## src/hdl/rob_pkg.sv

```systemverilog
package rob_pkg;

  localparam int BUNDLES = 48;
  localparam int SLOTS = 10;
  localparam int BUNDLE_W = 6;
  localparam int SLOT_W = 4;
  localparam int NUM_WR = 4;

  // One slot's status. The code is only meaningful when excp is set.
  typedef struct packed {
    logic       used;
    logic       done;
    logic       excp;
    logic [3:0] code;
  } except_entry_t;

  // One completion from an execution port.
  typedef struct packed {
    logic                wen;
    logic [BUNDLE_W-1:0] bundle;
    logic [SLOT_W-1:0]   slot;
    except_entry_t       entry;
  } wr_req_t;

endpackage

```

## src/hdl/retire_ctrl.sv

```systemverilog
`timescale 1ns/1ns

module retire_ctrl #(
  parameter int N_SLOTS = 10
) (
  input  logic                                 clk,
  input  logic                                 rst_n,
  input  logic [6:0]                           count,
  input  logic [rob_pkg::BUNDLE_W-1:0]         head,
  input  rob_pkg::except_entry_t [N_SLOTS-1:0] read_entries,
  output logic                                 read_step,
  output logic                                 retire,
  output logic [rob_pkg::BUNDLE_W-1:0]         retire_bundle,
  output logic                                 flush,
  output logic [rob_pkg::BUNDLE_W-1:0]         flush_bundle,
  output logic [rob_pkg::SLOT_W-1:0]           flush_slot,
  output logic [3:0]                           flush_code
);

  typedef enum logic {IDLE, EVAL} state_t;

  state_t state;
  logic all_done;
  logic any_excp;
  logic [rob_pkg::SLOT_W-1:0] excp_slot;
  logic [3:0] excp_code;

  always_ff @(posedge clk or negedge rst_n) begin
    if (!rst_n) begin
      state <= IDLE;
    end else if (state == IDLE) begin
      if (count != '0) begin
        state <= EVAL;
      end
    end else begin
      state <= IDLE; // Retire, flush or look again; all restart from IDLE.
    end
  end

  // Scan from the top down so the lowest excepting slot is the one left standing.
  always_comb begin
    all_done = 1'b1;
    any_excp = 1'b0;
    excp_slot = '0;
    excp_code = '0;
    for (int s = N_SLOTS - 1; s >= 0; s--) begin
      if (read_entries[s].used && !read_entries[s].done) begin
        all_done = 1'b0;
      end
      if (read_entries[s].used && read_entries[s].excp) begin
        any_excp = 1'b1;
        excp_slot = s[rob_pkg::SLOT_W-1:0];
        excp_code = read_entries[s].code;
      end
    end
  end

  assign read_step = (state == IDLE) && (count != '0);
  assign retire = (state == EVAL) && all_done && !any_excp;
  assign flush = (state == EVAL) && all_done && any_excp;

  // Head does not move between the read step and the evaluation.
  assign retire_bundle = head;
  assign flush_bundle = head;
  assign flush_slot = excp_slot;
  assign flush_code = excp_code;

  a_one_outcome: assert property (@(posedge clk) disable iff (!rst_n)
    !(retire && flush));

endmodule

```

## config.mk

```make
export PLATFORM = sky130hd
export DESIGN_NAME = retire_ctrl
export DESIGN_NICKNAME = d
export VERILOG_FILES = /design/src/hdl/rob_pkg.sv /design/src/hdl/retire_ctrl.sv
export SDC_FILE = /design/constraint.sdc
export NUM_CORES = 1
export LEC_CHECK = 0
export BUFFER_PORTS_ARGS = -buffer_cell sky130_fd_sc_hd__buf_4
export CORE_UTILIZATION = 33
export CTS_CLUSTER_SIZE = 16
export DETAILED_ROUTE_END_ITERATION = 8
export GPL_TIMING_DRIVEN = 0
export PLACE_DENSITY = 0.93
export SLEW_MARGIN = 20
export SYNTH_ARGS = -nofsm -noshare
export SYNTH_HDL_FRONTEND = slang
export SYNTH_SLANG_ARGS = --single-unit
```

## constraint.sdc

```tcl
create_clock -name clk -period 2.8 [get_ports clk]
set_clock_uncertainty 0.1 [all_clocks]
set_input_delay 0 -clock clk [delete_from_list [all_inputs] [get_ports clk]]
set_output_delay 0 -clock clk [all_outputs]
set_load 0.02 [all_outputs]
```

Word-level counts from Yosys, hierarchy flattened
Cells that the tools add are included.
W data, S select, Z words.
- output and inout port bits: 23
- logic and storage cells: 80
- flip-flop bits (word level): 1
- mux-type cells: 42
- reduce and logical (&&, ||, !) cells: 36
- bitwise operators: 1
- operator list (kind ; count):
    $mux W4 ; 20
    $logic_and A1 B1 Y1 ; 24
    $mux W1 ; 22
    $logic_not A1 Y1 ; 11
    $reduce_bool A7 Y1 ; 1
    $not A1 Y1 ; 1

Depth between registers and ports, before layout
- depth after elaboration: 14
- mapped depth: 5

Worst setup path before layout
OpenSTA, ideal clock, no wires.
- path kind: reg2out
- start point: reg state
- end point: out retire
- arrival: 1.311 ns
- cell stages (with the launch flop): 4
- slack: 1.389 ns
- buffers on the path: 0
- cells stage by stage: dfrtp_1 o2111ai_1 or4_4 nor3_2
- word-level cells in the longest chain between the ends: 2
- RTL lines (what ; line ; RTL):
    start: declaration ; retire_ctrl.sv:22 ; state_t state;
    start signal: assignment ; retire_ctrl.sv:30 ; state <= IDLE;
    start signal: assignment ; retire_ctrl.sv:33 ; state <= EVAL;
    start signal: assignment ; retire_ctrl.sv:36 ; state <= IDLE;
    $logic_and A1 B1 Y1 (2 in series) ; retire_ctrl.sv:59 ; assign retire = (state == EVAL) && all_done && !any_excp;
    end: declaration ; retire_ctrl.sv:12 ; output logic retire,
Every way passes these cells.

Final worst setup path
Ends and elaborated chain as after synthesis.

==> impl_metrics.ini <==
[run_status]
status = finished, final reports clean

[yosys]
synth_seq_area_share = 0.0321
syn_area_um2 = 781
synth_edf_count = 0
synth_area_per_cell_um2 = 6.40
netlist_instances = 122
synth-seq-cells = 1
synth_nets = 207
ys.flop_type = dfrtp_1
yosysWarnings = 0
synthArstFlopShare = 1.00
netlist-cell-type-count = 31

[sta]
rsz0062_at_grt = false
tns_ns = 0
maxSlewViolCount = 0
worst-slew-pin-transition_ns = 0.530
slew_headroom = 0.647
fin_hold_ws_ns = 0.0975
fin_crit_ns = 1.47
fmax_ghz = 0.679
setup_violations = 0
min_period_over_period = 0.526
hold_violations = 0

[final_layout]
largest_reg_flops = 1
final_layout_size_suffix_gt1_frac = 0.525
reg_top3 = state: 1 flops
syn_to_final_growth_pct = 102
layout_common_cells = 112 x buf_4, 13 x nand3_1, 10 x nand2_1, 7 x and2_1
top_register = state
regArea_um2 = 25.0
stdcell_count = 251
n_antenna_cell = 0
nets = 310
final_common_cell = buf_4
fillers = 193
multi_input_area_um2 = 641

[power_and_ir_drop]
p_leak_nw = 0.770
p_total_w = 0.000292
ir_worst_vdd_uv = 153
power_density_nw_per_um2 = 185

[critical_path]
worstSetupEndpointType = primary output
start_kind = flop
rr_startpoint = state
worstPathArrival_ns = 1.37
r2r_slack_ns = 2.00
cp.required_ns = 2.70
ff2ff_path_depth = 1
r2r-end = state
crit_type = reg -> out
crit_path_start = state
cp_max_fo = 2
crit_end = retire

[die]
core_um2 = 2210
rows = 17
die_area_um2 = 2560
pin_count = 108
initial_core_util = 0.353
dieHeight_um = 50.6
die_x_um = 50.6

[routing]
avgRoutedWirePerCell_um = 13.8
avgViaCountPerCell = 5.49
drc_errors = 0
vias = 1377
drtIter0Drc = 25
detail_route.first_pass.iterations = 4
routed_wl_mm = 3.47
drtAntennaViolNets = 0

[global_route]
gr-total-overflow = 0
grt_use_met3 = 0.0424
grt_pass1_wl_mm = 5.22
grt_pass1_vias = 1324
grt-busiest-layer = met2
grt_antenna_before_repair = 0
use_met2 = 0.542
grt_max_degree = 10
met1_usage = 0.275
grt_util_all_layers = 0.259

[min_path]
hold_path.class = in -> out

[clock_tree]
cts.clk_slew.worst_paths_ns = 0
clock_latency_ns = 0
cts-resized-gates = 0

[placement]
gp_congestion = 0.891
hpwlAfterDp_mm = 3.13
numPortBuffers = 100
dp.cells = 250

[job]
max_cap_viol_count = 0
## worst min-delay path by stage
stage / slack (ns) / to / start / cells past startpoint
2_1_floorplan: -0.40 / state / rst_n / 0
3_3_place_gp: -0.32 / state / rst_n / 1
3_5_place_dp: -0.32 / state / rst_n / 1
4_1_cts: 0.1 / retire_bundle[1] / head[1] / 2
5_1_grt: 0.10 / retire_bundle[5] / head[5] / 2
6_report: 0.1 / flush_bundle[4] / head[4] / 2
## metrics by stage
step           setup slack [ns]   util  instance area (µm²)
3_5_place_dp               1.34  0.708                 1570
4_1_cts                    1.34  0.713                 1580
5_1_grt                    1.27  0.713                 1580
6_report                   1.33  0.713                 1580
2_1_floorplan              1.39      -                  781
3_3_place_gp               1.36  0.708                 1570
## where the power goes
part	internal (W)	switching (W)
clock network	0	0
logic	0.000151	0.000123
registers	0.0000164	0.00000140
total	0.000167	0.000125
## cell families after synthesis
family                 Yosys count  share of synthesized area
AO/OA/AOI/OAI                   46                      0.412
flip-flops                       1                     0.0320
buffers and inverters           18                      0.147
AND/OR/NAND/NOR                 57                      0.409
## synth_stat cells (4+ instances only)
| cell type | n | share of area |
|---|---|---|
| a21oi_1 | 5 | 0.032 |
| a22oi_1 | 5 | 0.048 |
| a311oi_1 | 4 | 0.045 |
| a31oi_1 | 6 | 0.048 |
| and2_1 | 7 | 0.056 |
| buf_4 | 12 | 0.12 |
| inv_1 | 4 | 0.019 |
| nand2_1 | 10 | 0.048 |
| nand2b_1 | 6 | 0.048 |
| nand3_1 | 13 | 0.083 |
| nand3b_1 | 4 | 0.038 |
| nand4_1 | 5 | 0.040 |
| nor3_1 | 5 | 0.032 |
| o21ai_0 | 6 | 0.038 |
## metal layers
layer | up-vias | wire length [µm]
met4 | 0 | 0
met3 | 0 | 275
met1 | 636 | 1240
met5 | - | 0
li1 | 674 | -
met2 | 67 | 1960
## cell type report
| cell class | instances | area share |
|---|---|---|
| buffer | 14 | 0.0635 |
| sequential | 1 | 0.0159 |
| tap | 28 | 0.0222 |
| multi-input combinational | 103 | 0.406 |
| timing repair buffer | 101 | 0.483 |
| inverter | 4 | 0.00952 |
## critical path: stages (launching register included)
cell and delay (ns):
dfrtp_1 0.35, o2111ai_1 0.11, or4_4 0.56, nor3_2 0.19, buf_4 0.16
## what timing repair did
item                      4_1_cts  5_1_grt
buffers inserted                0        0
hold endpoints to repair        1        0
hold buffers                    1        0
Note: power is estimated with default switching activity, not from simulation.
