File: src/hdl/rob_pkg.sv
package rob_pkg;

  localparam int BUNDLES = 48;
  localparam int SLOTS = 10;
  localparam int BUNDLE_W = 6;
  localparam int SLOT_W = 4;
  localparam int NUM_WR = 4;

  // One slot's status. The code is only meaningful when excp is set.
  typedef struct packed {
    logic       used;
    logic       done;
    logic       excp;
    logic [3:0] code;
  } except_entry_t;

  // One completion from an execution port.
  typedef struct packed {
    logic                wen;
    logic [BUNDLE_W-1:0] bundle;
    logic [SLOT_W-1:0]   slot;
    except_entry_t       entry;
  } wr_req_t;

endpackage

File: src/hdl/bundle_ptr.sv
`timescale 1ns/1ns

module bundle_ptr #(
  parameter int DEPTH = 48
) (
  input  logic                         clk,
  input  logic                         rst_n,
  input  logic                         alloc,
  input  logic                         retire,
  input  logic                         flush,
  output logic [rob_pkg::BUNDLE_W-1:0] head,
  output logic [rob_pkg::BUNDLE_W-1:0] tail,
  output logic [6:0]                   count,
  output logic                         full
);

  always_ff @(posedge clk or negedge rst_n) begin
    if (!rst_n) begin
      head <= '0;
      tail <= '0;
      count <= '0;
    end else if (flush) begin
      head <= '0; // The whole buffer is dropped.
      tail <= '0;
      count <= '0;
    end else begin
      if (alloc) begin
        tail <= (tail == DEPTH - 1) ? '0 : tail + 1'b1;
      end
      if (retire) begin
        head <= (head == DEPTH - 1) ? '0 : head + 1'b1;
      end
      if (alloc && !retire) begin
        count <= count + 7'd1;
      end else if (retire && !alloc) begin
        count <= count - 7'd1;
      end
    end
  end

  assign full = (count == DEPTH);

  a_no_alloc_full: assert property (@(posedge clk) disable iff (!rst_n)
    alloc |-> !full);

  a_no_retire_empty: assert property (@(posedge clk) disable iff (!rst_n)
    retire |-> count != '0);

endmodule

File: config.mk
export PLATFORM = sky130hd
export DESIGN_NAME = bundle_ptr
export DESIGN_NICKNAME = d
export VERILOG_FILES = /design/src/hdl/rob_pkg.sv /design/src/hdl/bundle_ptr.sv
export SDC_FILE = /design/constraint.sdc
export NUM_CORES = 1
export LEC_CHECK = 0
export BUFFER_PORTS_ARGS = -buffer_cell sky130_fd_sc_hd__buf_2
export CAP_MARGIN = 40
export CORE_MARGIN = 2
export CORE_UTILIZATION = 57
export CTS_CLUSTER_SIZE = 8
export DETAILED_ROUTE_END_ITERATION = 10
export PLACE_DENSITY = 0.87
export RECOVER_POWER = 25
export REMOVE_ABC_BUFFERS = 1
export SYNTH_ARGS = -nofsm -noshare
export SYNTH_HDL_FRONTEND = slang
export SYNTH_SLANG_ARGS = --single-unit
File: constraint.sdc
create_clock -name clk -period 3.93 [get_ports clk]
set_clock_uncertainty 0.2 [all_clocks]
set_input_delay 0.5895 -clock clk [delete_from_list [all_inputs] [get_ports clk]]
set_output_delay 0.5895 -clock clk [all_outputs]
set_load 0.005 [all_outputs]
Word level (Yosys, flattened, before mapping)
Cells that the tools add are included.
{"block": "totals", "out_inout_bits": 20, "ff_bits": 19}
{"block": "classes", "mux": 9, "n_reduce_logical": 7, "n_addsub": 4, "n_eq_ne": 3}
{"operator": "$mux W6", "count": 6}
{"operator": "$mux W7", "count": 3}
{"operator": "$add A6 B1 Y6 const B", "count": 2}
{"operator": "$eq A6 B6 Y1 const B", "count": 2}
{"operator": "$add A7 B1 Y7 const B", "count": 1}
{"operator": "$eq A7 B6 Y1 const B", "count": 1}
{"operator": "$sub A7 B1 Y7 const B", "count": 1}
{"operator": "$reduce_bool A2 Y1", "count": 2}
{"operator": "$reduce_bool A3 Y1", "count": 1}
{"operator": "$logic_and A1 B1 Y1", "count": 2}
{"operator": "$logic_not A1 Y1", "count": 2}

Longest topological paths before layout
{"block": "logic_depth", "ltp_word": 5, "ltp_mapped": 9}

Least setup slack after synthesis
Ideal clock, no wire load.
{"block": "synth_path", "path_kind": "input-to-reg", "start": "input port retire", "end": "register count[6]", "arrival_ns": 2.287, "path_buffers": 1, "required_ns": 3.602, "setup_ns": 0.128, "stages": 9, "setup_slack_ns": 1.315, "path_cell_list": "buf_4 > nand2b_4 > inv_1 > fa_1 > nor2b_1 > o31a_1 > nor4_1 > a311oi_1 > mux2_1"}
{"block": "synth_via", "elab_chain_cells": 4, "elab_cells_between_ends": 6, "classes_between": "mux (2); reduce/logical (4)"}
{"element": "from (decl)", "line": "bundle_ptr.sv:9", "rtl": "input logic retire,"}
{"element": "$logic_not A1 Y1", "line": "bundle_ptr.sv:33", "rtl": "if (alloc && !retire) begin"}
{"element": "$logic_and A1 B1 Y1", "line": "bundle_ptr.sv:33"}
{"element": "$mux W7", "line": "bundle_ptr.sv:33"}
{"element": "$mux W7", "line": "bundle_ptr.sv:22", "rtl": "end else if (flush) begin"}
{"element": "to (signal assigned)", "line": "bundle_ptr.sv:34", "rtl": "count <= count + 7'd1;"}
{"element": "to (signal assigned)", "line": "bundle_ptr.sv:36", "rtl": "count <= count - 7'd1;"}
{"element": "to (decl)", "line": "bundle_ptr.sv:13", "rtl": "output logic [6:0] count,"}
Parallel ways exist; a longest one is shown, timed or not.
A chain may end at the register's enable or synchronous reset.

Worst setup path in the final report
Same ends and word-level chain as after synthesis.

==> impl_metrics.toml <==
[run_status]
outcome = "finished clean"

[critical_path]
worstPathRequired_ns = 3.93
crit_arrival_ns = 2.56
cp_top_family = "compound AO/OA/AOI/OAI gates"
cp.depth = 9
timing.critical_path.cells = "buf_2 -> nand2b_4 -> inv_1 -> fa_1 -> nor2b_1 -> o31a_1 -> nor4_1 -> a311oi_1 -> mux2_1"
path_max_fanout = 9
worstSetupPathType = "primary input to flip-flop"
crit_buf_inv = 2
crit_path_top_delay_cell = "fa_1"
critPathCaptureType = "flip-flop"
rr_worst_depth = 7
cp-start-kind = "primary input"
critPathMaxStageDelay_ns = 0.39

[logic_synthesis]
synth_ff_type = "dfrtp_1"
netlist_area_um2 = 1200
synthCells = 128
synth_top_area_share_pct = 39.7
ys_types = 40
syn_avg_cell_area_um2 = 9.35
async_flop_share_pct = 100
synth_edf_count = 0
ys_ff_latch = 19
yosysWarnings = 0
yosysSeqAreaShare_pct = 39.7
yosysTopAreaCell = "dfrtp_1"
netlist_top_cells_area = "dfrtp_1 (40%), ha_1 (8.4%), nor2_1 (6.3%), a21oi_1 (4.2%), nand2_1 (3.1%)"

[clock_tree]
cts_made_buffers = 3
clkTransAtPathRegs_ns = 0.11
cts_tree = "yes"
postCtsSetupBuffers = 0
ctsRootBufferMaster = "clkbuf_4"
postCtsResizedCells = 0
insertion_delay_ns = 0.31
cts_sinks = 19
clockBufferDepth = 2
cts_hold_buf = 0
h-tree-depth = 1

[sta]
tns_ns = 0
min_period_over_period_pct = 65.1
finalSetupViolCount = 0
clock.fmax_ghz = 0.391
worst_pin_slew_ns = 1.02
relSlewSlack_pct = 31.8
finalMaxSlewViolations = 0
min_period_ns = 2.56
hold_viol_final = 0
rsz0062_at_grt = "no"

[cells_and_area]
fillerInstances = 187
final_nets = 166
final_core_util_pct = 68.4
final_common_cell = "buf_2"
multi_input_area_um2 = 673
stdcell_count = 178
area_growth_pct = 12.1
drive_gt1_share_pct = 19.9
diodes = 0
final_cell_mix = "buf_2 (23), nor2_1 (20), dfrtp_1 (19), nand2_1 (10), a21oi_1 (10)"
area.sequential_um2 = 475

[min_path]
hold_path.class = "primary input to asynchronous set/reset pin"

[floorplanning]
die_h_um = 49.8
num_rows = 16
initial_utilization_pct = 61.0
die-area_um2 = 2480
core-area_um2 = 1960
die_width_um = 49.8
pin_count = 25

[grt]
busiest_layer = "met2"
gr-total-overflow = 0
first_global_vias = 1036
grtUsageMet2_pct = 40.2
met1_usage_pct = 27.0
track_usage_pct = 22.8
grt_max_degree = 24
grt_antenna_before_repair = 0
grt_pass1_wl_mm = 4.35
use_met3_pct = 2.73

[place]
dp.cells = 174
post-dp-hpwl_mm = 1.78
place_congestion = 0.938
port_buffers = 24

[power_and_ir_drop]
power_uw = 458
peakVddDrop_mv = 0.221
p_leak_nw = 0.672
p_per_area_nw_per_um2 = 341

[drt]
first_pass_iters = 4
wire_per_inst_um = 13.3
viasPerCell = 5.70
routed_wl_mm = 2.36
antenna_left = 0
remaining_drc_errors = 0
drt_iter0_markers = 16
vias = 1014

[run]
cap_violations = 0
[state kept, by name, summed over array words and instances (netlist names)]
signal,cells
count,7
head,6
tail,6
[kinds of logic (layout without fill, tap and decap cells)]
group | after synthesis | in the layout | share of synthesized area (%)
compound gates | 26 | 26 | 13.6
buf+inv | 9 | 32 | 4.07
mux | 4 | 4 | 3.45
xor+xnor | 6 | 6 | 4.39
simple gates | 55 | 55 | 24.8
flops | 19 | 19 | 39.7
fa+ha+maj | 9 | 9 | 10.0
[synth_stat cells (3+ instances only)]
library cell  count
xor2_1            3
nand2_1          10
mux2i_1           3
nor2b_1           3
dfrtp_1          19
inv_1             4
nor2_1           20
nor3_1            3
ha_1              8
o21ai_0           4
xnor2_1           3
a21oi_1          10
[cell type report]
class	count	area share [%]
clock buffer	4	1.96
timing repair buffer	24	8.85
tap	27	2.52
multi-input combinational	100	50.1
sequential	19	35.4
inverter	4	1.12
[per-stage QoR]
stage	setup slack [ns]	area (µm²)	hold slack [ns]
2_1_floorplan	1.48	1160	0.0939
3_3_place_gp	1.17	1320	0.334
3_5_place_dp	1.05	1320	0.337
4_1_cts	1.38	1340	0.00378
5_1_grt	1.26	1340	0.325
6_report	1.37	1340	0.222
[path summary, 6_finish.rpt]
path                               start        to  slack [ns]
worst max-delay path              retire  count[6]        1.37
worst min-delay path               rst_n   tail[1]        0.22
worst max register to register  count[0]  count[6]        1.56
worst min register to register   tail[5]   tail[5]        0.36
max in group asynchronous          rst_n  count[2]        2.69
min in group clk                 tail[5]   tail[5]        0.36
[report_power, final]
| group | total, mW | internal [mW] | switching (mW) | leakage, nW |
|---|---|---|---|---|
| combinational | 0.128 | 0.0605 | 0.0679 | 0.400 |
| sequential | 0.228 | 0.211 | 0.0176 | 0.257 |
| clock | 0.101 | 0.0397 | 0.0618 | 0.0150 |
[per-layer routing]
layer / share of wire [%] / up-vias
li1: - / 501
met1: 43 / 480
met2: 50 / 28
met3: 4.1 / 5
met4: 1.9 / 0
met5: 0 / -
Note: power is estimated with default switching activity, not from simulation.
